==> src/hw/ring_pkg.sv <==
package ring_pkg;

   localparam int DATA_W = 64;   // one stream beat
   localparam int ID_W   = 10;   // node address

   ////////////////////
   // packet layout

   // header beat, msb first
   typedef struct packed {
      logic [3:0]      reserved;
      logic [3:0]      op;
      logic [5:0]      flags;
      logic [ID_W-1:0] dst;
      logic [ID_W-1:0] src;
      logic [ID_W-1:0] step;    // hop count, bumped at each forward
      logic [19:0]     user;
   } hdr_t;

   // stream beat as seen on the ring links
   typedef struct packed {
      logic              valid;
      logic              last;     // high on the data beat
      logic [DATA_W-1:0] data;
   } beat_t;

   typedef struct packed {
      hdr_t              hdr;
      logic [DATA_W-1:0] data;
   } packet_t;

   ////////////////////
   // routing

   // both low means drop
   typedef struct packed {
      logic process;
      logic propagate;
   } route_t;

   typedef enum logic {
      CH_A = 1'b0,
      CH_B = 1'b1
   } ch_e;

   // step value of an exhausted packet
   localparam logic [ID_W-1:0] STEP_LIMIT = '1;

   ////////////////////
   // timing

   localparam int TIMEOUT_CYCLES = 512;   // busy cycles before the link is dropped
   localparam int WDOG_W         = $clog2(TIMEOUT_CYCLES + 1);

   typedef logic [WDOG_W-1:0] wdog_cnt_t;

endpackage

==> src/hw/rx_capture.sv <==
`timescale 1ns/1ps

module rx_capture (
   input  logic              user_clk_i,
   input  logic              user_rst_i,
   input  ring_pkg::beat_t   rx_a_i,
   input  ring_pkg::beat_t   rx_b_i,
   input  logic              pkt_take_i,
   output ring_pkg::packet_t pkt_o,
   output ring_pkg::ch_e     pkt_ch_o,
   output logic              pkt_pending_o
);

   ring_pkg::hdr_t    hdr_a_q;   // last header seen per channel
   ring_pkg::hdr_t    hdr_b_q;
   ring_pkg::packet_t pkt_q;
   ring_pkg::ch_e     ch_q;
   logic              pending_q;
   logic              data_a;
   logic              data_b;

   assign data_a = rx_a_i.valid & rx_a_i.last;
   assign data_b = rx_b_i.valid & rx_b_i.last;

   ////////////////////
   // beat storage

   always_ff @(posedge user_clk_i) begin
      if (rx_a_i.valid && !rx_a_i.last) hdr_a_q <= ring_pkg::hdr_t'(rx_a_i.data);
      if (rx_b_i.valid && !rx_b_i.last) hdr_b_q <= ring_pkg::hdr_t'(rx_b_i.data);
      if (data_a) pkt_q <= {hdr_a_q, rx_a_i.data};
      if (data_b) pkt_q <= {hdr_b_q, rx_b_i.data};   // channel B overrides A
   end

   always_ff @(posedge user_clk_i or posedge user_rst_i) begin
      if (user_rst_i) begin
         ch_q      <= ring_pkg::CH_A;
         pending_q <= 1'b0;
      end else begin
         if (pkt_take_i) pending_q <= 1'b0;
         if (data_a || data_b) pending_q <= 1'b1;   // new arrival beats a take
         if (data_b) ch_q <= ring_pkg::CH_B;
         else if (data_a) ch_q <= ring_pkg::CH_A;
      end
   end

   assign pkt_o         = pkt_q;
   assign pkt_ch_o      = ch_q;
   assign pkt_pending_o = pending_q;

endmodule

==> src/hw/hdr_route.sv <==
`timescale 1ns/1ps

module hdr_route (
   input  ring_pkg::hdr_t            hdr_i,
   input  logic [ring_pkg::ID_W-1:0] own_id_i,
   output ring_pkg::route_t          route_o,
   output ring_pkg::hdr_t            fwd_hdr_o
);

   logic id_set;      // node has an address
   logic exhausted;
   logic dst_own;
   logic src_own;
   logic dst_all;
   logic process;

   always_comb begin
      id_set    = |own_id_i;
      exhausted = id_set & (hdr_i.step == ring_pkg::STEP_LIMIT);
      dst_own   = id_set & (hdr_i.dst == own_id_i);
      src_own   = (hdr_i.src == own_id_i);   // came back around the ring
      dst_all   = &hdr_i.dst;                // broadcast
      process   = ~exhausted & (dst_own | src_own | dst_all);

      route_o.process   = process;
      route_o.propagate = ~exhausted & ~process;
   end

   // forwarded copy differs only in the step count
   always_comb begin
      fwd_hdr_o      = hdr_i;
      fwd_hdr_o.step = hdr_i.step + 1'b1;
   end

endmodule

==> src/hw/tx_beat_out.sv <==
`timescale 1ns/1ps

module tx_beat_out (
   input  logic                        user_clk_i,
   input  logic                        user_rst_i,
   input  logic                        load_i,
   input  logic                        use_local_i,
   input  ring_pkg::ch_e               out_ch_i,
   input  ring_pkg::packet_t           local_pkt_i,
   input  ring_pkg::hdr_t              fwd_hdr_i,
   input  logic [ring_pkg::DATA_W-1:0] fwd_data_i,
   input  logic                        tx_a_ready_i,
   input  logic                        tx_b_ready_i,
   input  logic                        abort_i,
   output ring_pkg::beat_t             tx_a_o,
   output ring_pkg::beat_t             tx_b_o,
   output logic                        hdr_done_o,
   output logic                        data_done_o
);

   ring_pkg::packet_t pkt_q;
   ring_pkg::ch_e     ch_q;
   ring_pkg::beat_t   beat;
   logic              vld_q;
   logic              data_ph_q;   // 0 header beat, 1 data beat
   logic              ready_sel;
   logic              xfer;

   assign ready_sel   = (ch_q == ring_pkg::CH_B) ? tx_b_ready_i : tx_a_ready_i;
   assign xfer        = vld_q & ready_sel;
   assign hdr_done_o  = xfer & ~data_ph_q;
   assign data_done_o = xfer & data_ph_q;

   always_ff @(posedge user_clk_i) begin
      if (load_i) pkt_q <= use_local_i ? local_pkt_i : {fwd_hdr_i, fwd_data_i};
   end

   ////////////////////
   // beat sequencing

   always_ff @(posedge user_clk_i or posedge user_rst_i) begin
      if (user_rst_i) begin
         ch_q      <= ring_pkg::CH_A;
         vld_q     <= 1'b0;
         data_ph_q <= 1'b0;
      end else if (abort_i) begin
         vld_q     <= 1'b0;
         data_ph_q <= 1'b0;
      end else if (load_i) begin
         ch_q      <= out_ch_i;
         vld_q     <= 1'b1;
         data_ph_q <= 1'b0;
      end else if (xfer) begin
         if (data_ph_q) begin
            vld_q     <= 1'b0;   // packet done
            data_ph_q <= 1'b0;
         end else begin
            data_ph_q <= 1'b1;
         end
      end
   end

   always_comb begin
      beat.valid   = vld_q;
      beat.last    = data_ph_q;
      beat.data    = data_ph_q ? pkt_q.data : pkt_q.hdr;
      tx_a_o       = beat;
      tx_b_o       = beat;
      tx_a_o.valid = vld_q & (ch_q == ring_pkg::CH_A);   // only the chosen link
      tx_b_o.valid = vld_q & (ch_q == ring_pkg::CH_B);
   end

endmodule

==> src/hw/link_watchdog.sv <==
`timescale 1ns/1ps

module link_watchdog (
   input  logic user_clk_i,
   input  logic user_rst_i,
   input  logic busy_i,
   output logic timeout_o
);

   ring_pkg::wdog_cnt_t cnt_q;
   logic                timeout_q;

   always_ff @(posedge user_clk_i or posedge user_rst_i) begin
      if (user_rst_i) begin
         cnt_q     <= '0;
         timeout_q <= 1'b0;
      end else begin
         timeout_q <= busy_i & (cnt_q == ring_pkg::wdog_cnt_t'(ring_pkg::TIMEOUT_CYCLES - 1));
         if (!busy_i) begin
            cnt_q <= '0;
         end else if (cnt_q != ring_pkg::wdog_cnt_t'(ring_pkg::TIMEOUT_CYCLES)) begin
            cnt_q <= cnt_q + 1'b1;   // holds at the limit, one pulse only
         end
      end
   end

   assign timeout_o = timeout_q;

endmodule

==> src/hw/ring_ctrl.sv <==
`timescale 1ns/1ps

module ring_ctrl (
   input  logic             user_clk_i,
   input  logic             user_rst_i,
   input  logic             link_up_i,
   input  logic             pkt_pending_i,
   input  ring_pkg::route_t route_i,
   input  ring_pkg::ch_e    pkt_ch_i,
   input  logic             tx_req_i,
   input  ring_pkg::ch_e    tx_ch_i,
   input  logic             hdr_done_i,
   input  logic             data_done_i,
   input  logic             timeout_i,
   output logic             pkt_take_o,
   output logic             load_o,
   output logic             use_local_o,
   output ring_pkg::ch_e    out_ch_o,
   output logic             abort_o,
   output logic             busy_o,
   output logic             cmd_req_o,
   output logic             tx_ack_o,
   output logic             ready_o
);

   typedef enum logic [2:0] {
      ST_NOT_READY,
      ST_IDLE,
      ST_ROUTE,
      ST_SEND_HDR,
      ST_SEND_DATA,
      ST_WAIT_REQ_LOW
   } state_e;

   state_e state_q;
   state_e state_nxt;
   logic   local_q;     // current send came from tx_req_i
   logic   local_nxt;
   logic   cmd_req_q;
   logic   ack_q;
   logic   link_fail;
   logic   rdy;

   assign link_fail = ~link_up_i | timeout_i;

   ////////////////////
   // next state

   always_comb begin
      state_nxt   = state_q;
      local_nxt   = local_q;
      pkt_take_o  = 1'b0;
      load_o      = 1'b0;
      use_local_o = 1'b0;
      out_ch_o    = tx_ch_i;
      case (state_q)
         ST_NOT_READY: begin
            if (link_up_i) state_nxt = ST_IDLE;
         end
         ST_IDLE: begin
            if (pkt_pending_i) begin
               state_nxt = ST_ROUTE;   // ring traffic before local requests
            end else if (tx_req_i) begin
               load_o      = 1'b1;
               use_local_o = 1'b1;
               local_nxt   = 1'b1;
               state_nxt   = ST_SEND_HDR;
            end
         end
         ST_ROUTE: begin
            pkt_take_o = 1'b1;
            if (route_i.propagate) begin
               load_o    = 1'b1;
               out_ch_o  = (pkt_ch_i == ring_pkg::CH_A) ? ring_pkg::CH_B : ring_pkg::CH_A;
               local_nxt = 1'b0;
               state_nxt = ST_SEND_HDR;
            end else begin
               state_nxt = ST_IDLE;   // process or drop
            end
         end
         ST_SEND_HDR: begin
            if (hdr_done_i) state_nxt = ST_SEND_DATA;
         end
         ST_SEND_DATA: begin
            if (data_done_i) state_nxt = local_q ? ST_WAIT_REQ_LOW : ST_IDLE;
         end
         ST_WAIT_REQ_LOW: begin
            if (!tx_req_i) state_nxt = ST_IDLE;
         end
         default: state_nxt = ST_NOT_READY;
      endcase
      if (link_fail) begin
         state_nxt = ST_NOT_READY;
         load_o    = 1'b0;
      end
   end

   ////////////////////
   // registers

   always_ff @(posedge user_clk_i or posedge user_rst_i) begin
      if (user_rst_i) begin
         state_q   <= ST_NOT_READY;
         local_q   <= 1'b0;
         cmd_req_q <= 1'b0;
         ack_q     <= 1'b0;
      end else begin
         state_q   <= state_nxt;
         local_q   <= local_nxt;
         cmd_req_q <= (state_q == ST_ROUTE) & route_i.process & ~link_fail;   // single pulse
         ack_q     <= local_nxt
                      & (state_nxt inside {ST_SEND_HDR, ST_SEND_DATA, ST_WAIT_REQ_LOW});
      end
   end

   assign rdy       = (state_q != ST_NOT_READY);
   assign ready_o   = rdy;
   assign busy_o    = rdy & (state_q != ST_IDLE);   // watchdog runs outside idle
   assign abort_o   = link_fail | ~rdy;
   assign cmd_req_o = cmd_req_q;
   assign tx_ack_o  = ack_q;

endmodule

==> src/hw/ring_node_top.sv <==
`timescale 1ns/1ps

module ring_node_top (
   input  logic                      user_clk_i,
   input  logic                      user_rst_i,
   input  logic                      link_up_i,
   input  logic [ring_pkg::ID_W-1:0] own_id_i,
   input  ring_pkg::beat_t           rx_a_i,
   input  ring_pkg::beat_t           rx_b_i,
   input  logic                      tx_a_ready_i,
   input  logic                      tx_b_ready_i,
   input  logic                      tx_req_i,
   input  ring_pkg::ch_e             tx_ch_i,
   input  ring_pkg::packet_t         tx_pkt_i,
   output ring_pkg::beat_t           tx_a_o,
   output ring_pkg::beat_t           tx_b_o,
   output logic                      tx_ack_o,
   output logic                      cmd_req_o,
   output ring_pkg::packet_t         cmd_o,
   output ring_pkg::ch_e             cmd_ch_o,
   output logic                      ready_o
);

   ring_pkg::packet_t pkt;
   ring_pkg::ch_e     pkt_ch;
   ring_pkg::route_t  route;
   ring_pkg::hdr_t    fwd_hdr;
   ring_pkg::ch_e     out_ch;
   logic              pkt_pending;
   logic              pkt_take;
   logic              load;
   logic              use_local;
   logic              abort;
   logic              busy;
   logic              timeout;
   logic              hdr_done;
   logic              data_done;

   assign cmd_o    = pkt;      // command port shows the last captured packet
   assign cmd_ch_o = pkt_ch;

   ////////////////////
   // control

   ring_ctrl ctrl_i (
      .user_clk_i    (user_clk_i),
      .user_rst_i    (user_rst_i),
      .link_up_i     (link_up_i),
      .pkt_pending_i (pkt_pending),
      .route_i       (route),
      .pkt_ch_i      (pkt_ch),
      .tx_req_i      (tx_req_i),
      .tx_ch_i       (tx_ch_i),
      .hdr_done_i    (hdr_done),
      .data_done_i   (data_done),
      .timeout_i     (timeout),
      .pkt_take_o    (pkt_take),
      .load_o        (load),
      .use_local_o   (use_local),
      .out_ch_o      (out_ch),
      .abort_o       (abort),
      .busy_o        (busy),
      .cmd_req_o     (cmd_req_o),
      .tx_ack_o      (tx_ack_o),
      .ready_o       (ready_o)
   );

   link_watchdog wdog_i (
      .user_clk_i (user_clk_i),
      .user_rst_i (user_rst_i),
      .busy_i     (busy),
      .timeout_o  (timeout)
   );

   ////////////////////
   // datapath

   rx_capture rx_i (
      .user_clk_i    (user_clk_i),
      .user_rst_i    (user_rst_i),
      .rx_a_i        (rx_a_i),
      .rx_b_i        (rx_b_i),
      .pkt_take_i    (pkt_take),
      .pkt_o         (pkt),
      .pkt_ch_o      (pkt_ch),
      .pkt_pending_o (pkt_pending)
   );

   hdr_route route_i (
      .hdr_i     (pkt.hdr),
      .own_id_i  (own_id_i),
      .route_o   (route),
      .fwd_hdr_o (fwd_hdr)
   );

   tx_beat_out tx_i (
      .user_clk_i   (user_clk_i),
      .user_rst_i   (user_rst_i),
      .load_i       (load),
      .use_local_i  (use_local),
      .out_ch_i     (out_ch),
      .local_pkt_i  (tx_pkt_i),
      .fwd_hdr_i    (fwd_hdr),
      .fwd_data_i   (pkt.data),
      .tx_a_ready_i (tx_a_ready_i),
      .tx_b_ready_i (tx_b_ready_i),
      .abort_i      (abort),
      .tx_a_o       (tx_a_o),
      .tx_b_o       (tx_b_o),
      .hdr_done_o   (hdr_done),
      .data_done_o  (data_done)
   );

endmodule

==> config.mk <==
export PLATFORM = sky130hd
export DESIGN_NAME = ring_node_top
export DESIGN_NICKNAME = d
export VERILOG_FILES = /design/src/hw/ring_pkg.sv /design/src/hw/rx_capture.sv /design/src/hw/hdr_route.sv /design/src/hw/tx_beat_out.sv /design/src/hw/link_watchdog.sv /design/src/hw/ring_ctrl.sv /design/src/hw/ring_node_top.sv
export SDC_FILE = /design/constraint.sdc
export NUM_CORES = 1
export LEC_CHECK = 0
export BUFFER_PORTS_ARGS = -buffer_cell sky130_fd_sc_hd__clkbuf_2
export CORE_AREA = 4 4 207 209
export CTS_BUF_LIST = sky130_fd_sc_hd__clkbuf_8 sky130_fd_sc_hd__clkbuf_16
export CTS_CLUSTER_DIAMETER = 60
export DETAILED_ROUTE_END_ITERATION = 12
export DIE_AREA = 0 0 211 213
export GPL_TIMING_DRIVEN = 0
export HOLD_SLACK_MARGIN = 0.06
export PLACE_DENSITY = 0.75
export SLEW_MARGIN = 40
export SYNTH_ARGS = -nofsm -noshare
export SYNTH_HDL_FRONTEND = slang
export SYNTH_SLANG_ARGS = --single-unit
==> constraint.sdc <==
create_clock -name user_clk_i -period 8.4 [get_ports user_clk_i]
set_input_delay 0.84 -clock user_clk_i [delete_from_list [all_inputs] [get_ports user_clk_i]]
set_output_delay 0.84 -clock user_clk_i [all_outputs]
set_load 0.1 [all_outputs]
==> run_results.csv <==
group,metric,value,unit
placement,place_area,21200,sq um
power_and_ir_drop,irDropWorstVdd,0.195,mV
clock_network,cts_made_buffers,47,
detailed_routing,drt_drc_violations_left,0,
yosys,synth.area.top_cells,"edfxtp_1 (67%), mux2_2 (20%), dfrtp_1 (3.2%)",
layout,fillCellCount,3295,
clock_network,insertion_delay,0.55,ns
detailed_routing,ant_nets,0,
worst_hold_path,min_path_type,"in -> async",
yosys,synth-seq-cells,406,
timing,slew_viol_final,0,
placement,post-place-ws,4.53,ns
clock_network,clk_pin_slew,0.06,ns
power_and_ir_drop,intPower,3.87,mW
yosys,syn_avg_cell_area,17.4,sq um
timing,period_share,46.5,%
yosys,yosysSeqAreaShare,69.8,%
yosys,yosys_warnings,0,
placement,place_congestion,0.915,
clock_network,clockRootBuffer,"clkbuf_16",
power_and_ir_drop,power.density,252,nW/um^2
setup_path,required,7.56,ns
yosys,synth_fp_nets,1274,
layout,layout_commonest_cell,"clkbuf_2",
clock_network,hold_buffers,0,
global_routing,grt_max_degree,36,
power_and_ir_drop,combPwrFrac,21.6,%
yosys,synthArstFlopShare,5.42,%
setup_path,setup.worst_path.start_class,"register",
setup_path,arrival,3.07,ns
timing,setup_viol_count_final,0,
power_and_ir_drop,power_leakage,9.08,nW
floorplan,start_util,42.4,%
setup_path,end_kind,"output pin",
placement,portBuffers,540,
floorplan,die_h,213,um
yosys,syn_inst,994,
clock_network,cts_max_level,2,
yosys,synth_top_flop_cell,"edfxtp_1",
setup_path,crit_path_frequent_cell,"clkbuf_2",
floorplan,die_w,211,um
timing,worstMarginPinSlew,0.780,ns
global_routing,grt_overflow,0,
clock_network,cts_tree,"done",
clock_network,cts.sinks,406,
yosys,synth_top_area_share,66.6,%
setup_path,slowest_delay,0.63,ns
status,status,"completed",
detailed_routing,routed_wl,49000,um
timing,fin_skew,0.0153,ns
detailed_routing,drt_iter0_markers,794,
yosys,ys_types,41,
layout,finalInstanceArea,22700,sq um
global_routing,grt_pass1_wl,70600,um
global_routing,antenna_found_initial,2,
clock_network,post_cts_buffers,0,
placement,post-dp-hpwl,37700,um
timing,final.setup.tns,0,ns
layout,diodes,0,
timing,fmax,256,MHz
floorplan,core-area,40800,sq um
setup_path,cp_max_fo,10,
clock_network,postCtsResizedCells,0,
power_and_ir_drop,netSwitchingPower,1.84,mW
global_routing,grt_pass1_vias,11475,
layout,nNetsFinal,1882,
clock_network,clockBufferDepth,3,
detailed_routing,wl_per_cell,22.6,um
detailed_routing,dr.pass1.iters,5,
setup_path,worstPathCellList,"clkbuf_2 -> clkbuf_1 -> mux2_2 -> buf_4 -> clkbuf_2",
flow_run,maxCapViolations,0,
timing,slew_headroom,48.0,%
timing,rsz0062_at_grt,"no",
setup_path,worst-setup-path-type,"reg -> out",
floorplan,ios,541,
timing,period_needed,3.91,ns
global_routing,grt_usage,20.9,%
power_and_ir_drop,swShare,32.2,%
power_and_ir_drop,p_seq_share,43.4,%
yosys,synth_edf_count,384,
power_and_ir_drop,power_frac_clock,35.0,%
layout,area_delta_synth_final,31.1,%
yosys,yosysTopAreaCell,"edfxtp_1",
timing,hold_viol_final,0,
floorplan,placement_rows,74,
detailed_routing,vias,10992,
timing,hold_ws,0.300,ns
layout,drive_gt1_share,63.1,%
yosys,syn_area,17300,sq um
setup_path,cp_slowest_cell,"clkbuf_1",
detailed_routing,via_per_inst,5.07,
floorplan,dieArea,44900,sq um
timing,setup_ws,4.49,ns
layout,final_cell_mix,"clkbuf_2 (542), edfxtp_1 (384), mux2_2 (313)",
## cells in the mapped netlist, types with 2 or more instances
cell      instances
edfxtp_1        384
nor2b_1           5
and3_1            4
nand3_1          13
mux2_2          313
nand4_1           5
nor4_1            6
ha_1              3
buf_4            67
clkbuf_1         27
buf_2             8
nor2_1           20
a21oi_2           2
inv_1             8
and2_1            2
nand2_1          25
a21o_1            2
a21oi_1           4
or3_1             2
dfrtp_1          22
xnor2_1          17
xor2_1           18
nor3_1            6
o21ai_0          14
## path summary, 6_finish.rpt
kind                                       from               end  slack (ns)  depth (start not counted)
min in group user_clk_i              rx_b_i[17]  rx_i.hdr_b_q[17]        0.47                          1
worst min register to register  wdog_i.cnt_q[9]  wdog_i.timeout_o        0.50                          1
worst max register to register   rx_i.pkt_o[84]   tx_i.pkt_q[119]        4.95                         10
worst max-delay path             tx_i.data_ph_q        tx_b_o[27]        4.49                          5
worst min-delay path                 user_rst_i  ctrl_i.cmd_req_o        0.30                          2
max in group asynchronous            user_rst_i     rx_i.pkt_ch_o        7.75                          2
## state kept, by name, indices dropped and copies added (netlist names), 3 cells and up
name,flops
rx_i.pkt_o,128
tx_i.pkt_q,128
rx_i.hdr_a_q,64
rx_i.hdr_b_q,64
wdog_i.cnt_q,10
ctrl_i.state_q,3
## cell type report
class | count | area, sq um | share of cell area (%)
plain buffers | 104 | 662 | 2.92
flip-flops and latches | 406 | 12100 | 53.2
clock buffers | 49 | 1230 | 5.40
clock inverters | 36 | 308 | 1.36
inverters | 9 | 36.3 | 0.160
multi-input cells | 475 | 4570 | 20.1
well taps | 532 | 666 | 2.93
repair buffers | 559 | 3150 | 13.9
## metrics by stage
| stage | power [mW] | cells | utilization (%) |
|---|---|---|---|
| CTS | 5.77 | 2170 | 55.6 |
| floorplan | 3.46 | 994 | - |
| detailed placement | 3.76 | 2085 | 51.8 |
| global route | 5.90 | 2170 | 55.6 |
| global placement | 3.73 | 2066 | 50.6 |
| finish | 5.71 | 2170 | 55.6 |
## metal layers
layer	up-vias	routed length, um	GRT usage, %
met3	95	3030	4.25
met2	410	25100	35.7
met1	5500	19500	26.9
met5	-	13	0
met4	2	1370	6.84
li1	4985	-	-
## critical path, delay by kind of cell (launching register included)
kind | cells | cell delay (ns)
buffers and inverters | 4 | 1.56
DFF | 1 | 0.48
muxes | 1 | 0.48
## power by group through the flow
stage | Sequential, mW | Clock (mW) | Combinational [mW]
2_1_floorplan | 2.93 | 0 | 0.527
3_3_place_gp | 2.54 | 0 | 1.19
3_5_place_dp | 2.52 | 0 | 1.24
4_1_cts | 2.48 | 2.05 | 1.24
5_1_grt | 2.49 | 2.13 | 1.28
6_report | 2.48 | 2.00 | 1.23
## cell families after synthesis
kind of cell | after synthesis | share of synthesized area [%]
fa+ha+maj | 3 | 0.217
simple gates | 94 | 2.74
mux | 313 | 20.4
compound gates | 30 | 1.10
flops | 406 | 69.8
xor+xnor | 35 | 1.77
buf+inv | 113 | 4.02
Power figures use the tool's default switching activity.
